--- config.mk ---
export PLATFORM = sky130hd
export DESIGN_NAME = peak_capture_top
export DESIGN_NICKNAME = d
export VERILOG_FILES = /design/src/source/peak_capture_pkg.sv /design/src/source/sample_stream_if.sv /design/src/source/channel_abs.sv /design/src/source/sample_delay_line.sv /design/src/source/burst_trigger.sv /design/src/source/peak_capture_top.sv
export VERILOG_INCLUDE_DIRS = /design/src /design/src/source
export SDC_FILE = /design/constraint.sdc
export NUM_CORES = 1
export LEC_CHECK = 0
export BUFFER_PORTS_ARGS = -buffer_cell sky130_fd_sc_hd__buf_4
export CAP_MARGIN = 20
export CORE_AREA = 2 2 135 269
export CTS_BUF_LIST = sky130_fd_sc_hd__clkbuf_16
export DETAILED_ROUTE_END_ITERATION = 8
export DIE_AREA = 0 0 137 271
export PLACE_DENSITY = 0.68
export SYNTH_ARGS = -nofsm -noshare
export SYNTH_HDL_FRONTEND = slang
export SYNTH_SLANG_ARGS = --single-unit
--- constraint.sdc ---
create_clock -name clk -period 10.65 [get_ports clk]
set_clock_uncertainty 0.1 [all_clocks]
set_input_delay 2.13 -clock clk [delete_from_list [all_inputs] [get_ports clk]]
set_output_delay 2.13 -clock clk [all_outputs]
set_load 0.01 [all_outputs]
--- src/source/peak_capture_consts.svh ---
`ifndef PEAK_CAPTURE_CONSTS_SVH
`define PEAK_CAPTURE_CONSTS_SVH

//////////////////////////////////////////////////
// beat geometry
//////////////////////////////////////////////////

// channels per beat
`define PC_NUM_CHANNELS 4

// bits per signed channel sample
`define PC_CHANNEL_WIDTH 16

// whole beat, channel 0 in the low bits
`define PC_BEAT_WIDTH (`PC_NUM_CHANNELS * `PC_CHANNEL_WIDTH)

//////////////////////////////////////////////////
// detection and capture window
//////////////////////////////////////////////////

// peak when a magnitude is strictly above this
`define PC_PEAK_THRESHOLD 12000

// beats per capture window
`define PC_BURST_LENGTH 8

// history depth, window opens this many beats before the peak
`define PC_PRE_TRIGGER 4

`endif

--- src/source/peak_capture_pkg.sv ---
`default_nettype none

`include "peak_capture_consts.svh"

package peak_capture_pkg;

  //////////////////////////////////////////////////
  // per-channel scalars
  //////////////////////////////////////////////////

  // raw two's complement sample
  typedef logic signed [`PC_CHANNEL_WIDTH-1:0] sample_t;

  // absolute value, saturated at the top
  typedef logic [`PC_CHANNEL_WIDTH-1:0] magnitude_t;

  //////////////////////////////////////////////////
  // whole beat
  //////////////////////////////////////////////////

  // one beat, two views of the same bits
  // flat for storage and ports, ch for per-channel math
  typedef union packed {
    logic [`PC_BEAT_WIDTH-1:0]           flat;
    sample_t [`PC_NUM_CHANNELS-1:0]      ch;
  } quad_word_u;

  // four magnitudes, index 0 in the low bits
  typedef magnitude_t [`PC_NUM_CHANNELS-1:0] quad_mag_t;

endpackage

`default_nettype wire

--- src/source/sample_stream_if.sv ---
`default_nettype none

// stage-to-stage beat stream
// carries the raw beat plus its precomputed magnitudes
interface sample_stream_if
  import peak_capture_pkg::*;
();

  // handshake
  logic       valid;
  logic       ready;

  // payload, held stable while valid and not ready
  quad_word_u data;
  quad_mag_t  mag;

  // producer side
  modport source (
    output valid,
    input  ready,
    output data,
    output mag
  );

  // consumer side
  modport sink (
    input  valid,
    output ready,
    input  data,
    input  mag
  );

endinterface

`default_nettype wire

--- src/source/channel_abs.sv ---
`default_nettype none

`include "peak_capture_consts.svh"

module channel_abs
  import peak_capture_pkg::*;
(
  input  logic               clk,
  input  logic               rst,
  input  logic               in_valid,
  output logic               in_ready,
  input  quad_word_u         in_data,
  sample_stream_if.source    out
);

  //////////////////////////////////////////////////
  // saturating magnitude, one per channel
  //////////////////////////////////////////////////

  // most negative sample has no positive twin
  localparam sample_t    SAMPLE_MIN = {1'b1, {(`PC_CHANNEL_WIDTH-1){1'b0}}};
  localparam magnitude_t MAG_MAX    = {1'b0, {(`PC_CHANNEL_WIDTH-1){1'b1}}};

  quad_mag_t  mag_next;

  always_comb begin
    sample_t s;
    for (int i = 0; i < `PC_NUM_CHANNELS; i++) begin
      s = in_data.ch[i];
      if (s == SAMPLE_MIN) begin
        mag_next[i] = MAG_MAX;
      end else if (s < 0) begin
        mag_next[i] = magnitude_t'(-s);
      end else begin
        mag_next[i] = magnitude_t'(s);
      end
    end
  end

  //////////////////////////////////////////////////
  // one-entry pipeline slice
  //////////////////////////////////////////////////

  logic       valid_r;
  quad_word_u data_r;
  quad_mag_t  mag_r;

  // take a beat when empty or when the sink drains us this cycle
  assign in_ready = !valid_r || out.ready;

  always_ff @(posedge clk) begin
    if (rst) begin
      valid_r <= 1'b0;
    end else if (in_ready) begin
      valid_r <= in_valid;
    end
  end

  // payload only moves on an accepted beat
  always_ff @(posedge clk) begin
    if (in_valid && in_ready) begin
      data_r <= in_data;
      mag_r  <= mag_next;
    end
  end

  assign out.valid = valid_r;
  assign out.data  = data_r;
  assign out.mag   = mag_r;

endmodule

`default_nettype wire

--- src/source/sample_delay_line.sv ---
`default_nettype none

module sample_delay_line #(
  parameter int WIDTH = 64,
  parameter int DEPTH = 4
) (
  input  logic             clk,
  input  logic             rst,
  input  logic             shift,
  input  logic [WIDTH-1:0] din,
  output logic [WIDTH-1:0] dout
);

  //////////////////////////////////////////////////
  // register chain
  //////////////////////////////////////////////////

  // stage 0 holds the newest beat
  // stage DEPTH-1 holds the beat DEPTH shifts back
  logic [WIDTH-1:0] stage [DEPTH];

  always_ff @(posedge clk) begin
    if (rst) begin
      // history starts out as zero beats
      for (int i = 0; i < DEPTH; i++) begin
        stage[i] <= '0;
      end
    end else if (shift) begin
      stage[0] <= din;
      for (int i = 1; i < DEPTH; i++) begin
        stage[i] <= stage[i-1];
      end
    end
  end

  //////////////////////////////////////////////////
  // tap
  //////////////////////////////////////////////////

  // combinational read of the oldest stage
  // sampled by the caller on the same edge that shifts din in
  assign dout = stage[DEPTH-1];

endmodule

`default_nettype wire

--- src/source/burst_trigger.sv ---
`default_nettype none

`include "peak_capture_consts.svh"

module burst_trigger
  import peak_capture_pkg::*;
(
  input  logic                      clk,
  input  logic                      rst,
  sample_stream_if.sink             in,
  output logic                      m_valid,
  input  logic                      m_ready,
  output logic [`PC_BEAT_WIDTH-1:0] m_data,
  output logic                      m_last
);

  //////////////////////////////////////////////////
  // sizes
  //////////////////////////////////////////////////

  // counter must hold the full burst length
  localparam int               CNT_W     = $clog2(`PC_BURST_LENGTH + 1);
  localparam logic [CNT_W-1:0] BURST_LEN = CNT_W'(`PC_BURST_LENGTH);
  localparam magnitude_t       THRESHOLD = magnitude_t'(`PC_PEAK_THRESHOLD);

  //////////////////////////////////////////////////
  // input handshake
  //////////////////////////////////////////////////

  logic                      m_valid_r;
  logic [`PC_BEAT_WIDTH-1:0] m_data_r;
  logic                      m_last_r;
  logic                      accept;

  // free slot, or the slot empties this cycle
  assign in.ready = !m_valid_r || m_ready;
  assign accept   = in.valid && in.ready;

  //////////////////////////////////////////////////
  // pre-trigger history
  //////////////////////////////////////////////////

  logic [`PC_BEAT_WIDTH-1:0] delayed;

  // every accepted beat enters history, in window or not
  sample_delay_line #(
    .WIDTH (`PC_BEAT_WIDTH),
    .DEPTH (`PC_PRE_TRIGGER)
  ) u_delay (
    .clk   (clk),
    .rst   (rst),
    .shift (accept),
    .din   (in.data.flat),
    .dout  (delayed)
  );

  //////////////////////////////////////////////////
  // threshold test and window count
  //////////////////////////////////////////////////

  logic             is_peak;
  logic [CNT_W-1:0] count_r;
  logic [CNT_W-1:0] count_cur;
  logic             in_window;

  // any channel strictly above threshold
  always_comb begin
    is_peak = 1'b0;
    for (int i = 0; i < `PC_NUM_CHANNELS; i++) begin
      if (in.mag[i] > THRESHOLD) begin
        is_peak = 1'b1;
      end
    end
  end

  // a peak restarts the window, else keep what is left
  assign count_cur = is_peak ? BURST_LEN : count_r;
  assign in_window = (count_cur != '0);

  always_ff @(posedge clk) begin
    if (rst) begin
      count_r <= '0;
    end else if (accept && in_window) begin
      count_r <= count_cur - 1'b1;
    end
  end

  //////////////////////////////////////////////////
  // output register
  //////////////////////////////////////////////////

  // in-window beats load, everything else just drains
  always_ff @(posedge clk) begin
    if (rst) begin
      m_valid_r <= 1'b0;
      m_last_r  <= 1'b0;
    end else if (accept && in_window) begin
      m_valid_r <= 1'b1;
      m_last_r  <= (count_cur == CNT_W'(1));
    end else if (m_ready) begin
      m_valid_r <= 1'b0;
      m_last_r  <= 1'b0;
    end
  end

  // delayed beat as seen before this edge's shift
  always_ff @(posedge clk) begin
    if (accept && in_window) begin
      m_data_r <= delayed;
    end
  end

  assign m_valid = m_valid_r;
  assign m_data  = m_data_r;
  assign m_last  = m_last_r;

endmodule

`default_nettype wire

--- src/source/peak_capture_top.sv ---
`default_nettype none

`include "peak_capture_consts.svh"

module peak_capture_top (
  input  logic                      clk,
  input  logic                      rst,

  // upstream beats
  input  logic                      s_valid,
  output logic                      s_ready,
  input  logic [`PC_BEAT_WIDTH-1:0] s_data,

  // captured windows
  output logic                      m_valid,
  input  logic                      m_ready,
  output logic [`PC_BEAT_WIDTH-1:0] m_data,
  output logic                      m_last
);

  //////////////////////////////////////////////////
  // magnitude stage to trigger stage
  //////////////////////////////////////////////////

  // beat plus magnitudes, one cycle after s_valid/s_ready
  sample_stream_if mag_stream ();

  //////////////////////////////////////////////////
  // stage 1, register beat and magnitudes
  //////////////////////////////////////////////////

  channel_abs u_channel_abs (
    .clk      (clk),
    .rst      (rst),
    .in_valid (s_valid),
    .in_ready (s_ready),
    .in_data  (s_data),
    .out      (mag_stream.source)
  );

  //////////////////////////////////////////////////
  // stage 2, threshold, window, output register
  //////////////////////////////////////////////////

  // back-pressure from m_ready ripples up through mag_stream.ready
  burst_trigger u_burst_trigger (
    .clk     (clk),
    .rst     (rst),
    .in      (mag_stream.sink),
    .m_valid (m_valid),
    .m_ready (m_ready),
    .m_data  (m_data),
    .m_last  (m_last)
  );

endmodule

`default_nettype wire

==> out/summary.txt <==
Max stage delay cell, worst path - nand3b_1
TritonCTS Sinks - 455
R2R setup slack - 6.95 ns
CTS resizes - 0
hold slack - 0.3181 ns
initial core utilization - 49.61%
routed wire length - 23.32 mm
final-stage net count - 1294
number of max-cap violations - 0
Post-synth ARST share - 0%
clk_lat worst skew - 0.53 ns
initial detailed-routing violation count - 454
ys flop type - edfxtp_1
Pre-antenna DRT Iters - 5
Layout Utilization - 57.14%
delay of the slowest cell on the worst path - 0.19 ns
Leakage - 7.488 nW
Seq cells post-synth - 455
Longest Clk Path Bufs - 3
hold crit path type - flip-flop to flip-flop
grt ovf - 0
cell mode on critical path - buf_4
Post-CTS Hold Buffers - 0
Hold Crit Depth - 0
Die Y - 271 um
post-detailed-route wirelength per cell - 13.77 um
hold path start - u_burst_trigger.u_delay.stage[3][46]$_SDFFCE_PN0P_
post-synthesis sequential area ratio - 78.40%
clk root buf - clkbuf_16
CP Data Arrival Time - 2.61 ns
worst r2r src - u_channel_abs.out.mag[56]$_SDFFCE_PP1P_
Setup TNS - 0 ns
cts bufs inserted - 37
Post-CTS Setup Inserts - 0
Tmin final - 4.840 ns
clock slew at reported path FFs - 0.06 ns
dpl hpwl - 14.58 mm
Die Wd - 137 um
Post-synth EDFFs - 448
Total GRT Usage - 12.65%
CTS tree - yes
hold endpoint - u_burst_trigger.m_data[46]$_DFFE_PP_
Post-Syn Nets - 1153
Slew Limit Fails - 0
final hold viol count - 0
period utilisation layout - 45.45%
GP Congestion - 0.8322
crit path launch type - input pin
worst-path fanout max - 3
Seq pwr share - 59.6%
vias per std cell - 4.884
post-route ant nets - 0
Worst setup EP type - output pin
filler instances - 2816
initial antenna violation count - 0
Site Rows - 97
area added between synthesis and finish - 15.18%
Pint - 2.852 mW
proportion of power drawn by the clock network - 35.4%
I/O Buffers - 134
sw frac - 19.88%
syn avg cell area - 16.05 um2
Netlist cell types - 55
Slew HR - 37.45%
die area - 0.03713 mm2
Worst R2R Path Depth - 12
Top Ports - 135
Slew @ Worst Pin - 0.9383 ns
H-tree Lvls - 2
Max Fclk - 206.6 MHz
Worst Path Required - 8.42 ns
overall power - 3.559 mW
Gate power share - 5.1%
Syn Inst Count - 1080
Power Dens Cells - 178.2 mW/mm2
Via Count - 8269
layout cells sized above 1 - 16.43%
CP Class - input pin to output pin
largest net degree at the start of global routing - 169
status - finished clean
crit-path cells - buf_4, nand3b_1, buf_4
net switching power - 707.7 uW
core area - 0.03495 mm2
first-pass GRT wire length - 37.51 mm
DRC Markers - 0
vias in the first global route - 7749
Yosys warnings - 0
Final setup viols - 0
diode count - 0
mapped cell area - 0.01734 mm2
RSZ-0062 raised after global routing - no
R2R Path End - u_burst_trigger.count_r[1]$_SDFFE_PP0P_
Peak VDD IR - 0.09771 mV
==> registers in the layout, indices dropped and copies added (netlist names) <==
signal and count:
u_burst_trigger.count_r 4, u_burst_trigger.m_data 64, u_burst_trigger.m_last 1, u_burst_trigger.m_valid 1, u_burst_trigger.u_delay.stage 256, u_channel_abs.out.data 64
u_channel_abs.out.mag 64, u_channel_abs.out.valid 1
==> kinds of logic after synthesis <==
family                   share of synthesized area [%]
AND/OR/NAND/NOR                                  15.29
flip-flops                                       78.40
AO/OA/AOI/OAI                                    2.648
buffers and inverters                            1.147
XOR/XNOR                                         1.919
adder cells (fa/ha/maj)                         0.3608
multiplexers                                    0.2381
==> power groups by stage <==
stage,clock network [mW],registers (mW),logic [mW]
after floorplan,0,2.18,0.0969
after global placement,0,2.16,0.176
after detailed placement,0,2.16,0.182
after CTS,1.30,2.12,0.182
after global routing,1.36,2.13,0.201
final,1.26,2.12,0.180
==> cell usage after synthesis, types with 2 or more instances <==
| cell | instances | area share (%) |
|---|---|---|
| o311ai_0 | 2 | 0.10 |
| and3_1 | 2 | 0.072 |
| a211oi_1 | 3 | 0.13 |
| nand2b_1 | 6 | 0.22 |
| o41ai_1 | 3 | 0.15 |
| or3_1 | 8 | 0.29 |
| and2_1 | 257 | 9.3 |
| or2_2 | 2 | 0.072 |
| nor3b_1 | 3 | 0.13 |
| nor4_1 | 4 | 0.14 |
| nand2_1 | 79 | 1.7 |
| mux2i_1 | 3 | 0.17 |
| a211o_1 | 3 | 0.15 |
| o21ai_0 | 9 | 0.26 |
| xnor2_1 | 5 | 0.25 |
| nand4b_1 | 2 | 0.10 |
| edfxtp_1 | 448 | 78 |
| o21a_1 | 2 | 0.087 |
| o211ai_1 | 4 | 0.17 |
| a21oi_1 | 14 | 0.40 |
| or4_1 | 7 | 0.30 |
| nand3b_1 | 3 | 0.13 |
| clkbuf_1 | 37 | 0.80 |
| nand4bb_1 | 2 | 0.13 |
| o31a_1 | 2 | 0.10 |
| dfxtp_1 | 7 | 0.81 |
| inv_1 | 10 | 0.22 |
| nor2b_1 | 10 | 0.36 |
| nand4_1 | 9 | 0.32 |
| a31oi_1 | 4 | 0.14 |
| nor2_1 | 33 | 0.71 |
| ha_1 | 5 | 0.36 |
| and3_2 | 2 | 0.087 |
| xor2_1 | 33 | 1.7 |
| nand3_1 | 9 | 0.26 |
| o31ai_1 | 14 | 0.61 |
| nor3_1 | 16 | 0.46 |
==> worst max-delay path by stage <==
stage                     startpoint                                                 end  slack [ns]
after floorplan              m_ready   u_burst_trigger.u_delay.stage[0][0]$_SDFFCE_PN0P_        1.94
after global placement       m_ready  u_burst_trigger.u_delay.stage[0][19]$_SDFFCE_PN0P_        5.80
after detailed placement     m_ready  u_burst_trigger.u_delay.stage[0][17]$_SDFFCE_PN0P_        5.71
after CTS                    m_ready                                             s_ready        5.82
after global routing         m_ready                                             s_ready        5.77
final                        m_ready                                             s_ready        5.81
==> metal layers <==
metal / wire (um) / track usage, % / part of all wire (%) / up-vias
met3: 1220 / 2.174 / 5.2 / 61
met2: 11840 / 21.34 / 51 / 207
met4: 960 / 6.348 / 4.1 / 0
met1: 9301 / 15.50 / 40 / 3809
li1: - / - / - / 4192
met5: 0 / 0 / 0 / -
==> critical path, delay by kind of cell <==
| family | cells | cell delay, ns |
|---|---|---|
| buf+inv | 2 | 0.29 |
| simple gates | 1 | 0.19 |
==> layout by cell type, fill, tap and decap left out, types with 6 or more instances in the layout <==
cell / synthesis / final
nand3_1: 9 / 9
o21ai_0: 9 / 9
nand4_1: 9 / 9
nand2_1: 79 / 78
inv_1: 10 / 18
and2_1: 257 / 256
edfxtp_1: 448 / 448
or3_1: 8 / 8
a21oi_1: 14 / 13
clkbuf_16: 0 / 39
xor2_1: 33 / 33
nor3_1: 16 / 16
or4_1: 7 / 7
nor2b_1: 10 / 10
o31ai_1: 14 / 14
nor2_1: 33 / 32
dfxtp_1: 7 / 7
nand2b_1: 6 / 6
buf_4: 0 / 141
clkinv_1: 0 / 11
==> cell type report <==
| cell class | instances | area, um2 | share of cell area [%] |
|---|---|---|---|
| Clock buffer | 39 | 975.9 | 4.887 |
| Timing Repair Buffer | 142 | 1086 | 5.438 |
| Clock inverter | 27 | 146.4 | 0.7330 |
| Inverter | 10 | 37.54 | 0.1879 |
| Sequential cell | 455 | 13590 | 68.06 |
| Tap cell | 445 | 556.8 | 2.788 |
| Multi-Input combinational cell | 575 | 3576 | 17.90 |
==> stage by stage <==
| stage | setup slack [ns] | cell area (um2) | cells |
|---|---|---|---|
| after floorplan | 1.936 | 17340 | 1080 |
| after global placement | 5.796 | 18820 | 1626 |
| after detailed placement | 5.709 | 18820 | 1626 |
| after CTS | 5.820 | 19940 | 1692 |
| after global routing | 5.774 | 19970 | 1693 |
| final | 5.810 | 19970 | 1693 |
Note: power is estimated with default switching activity, not from simulation.
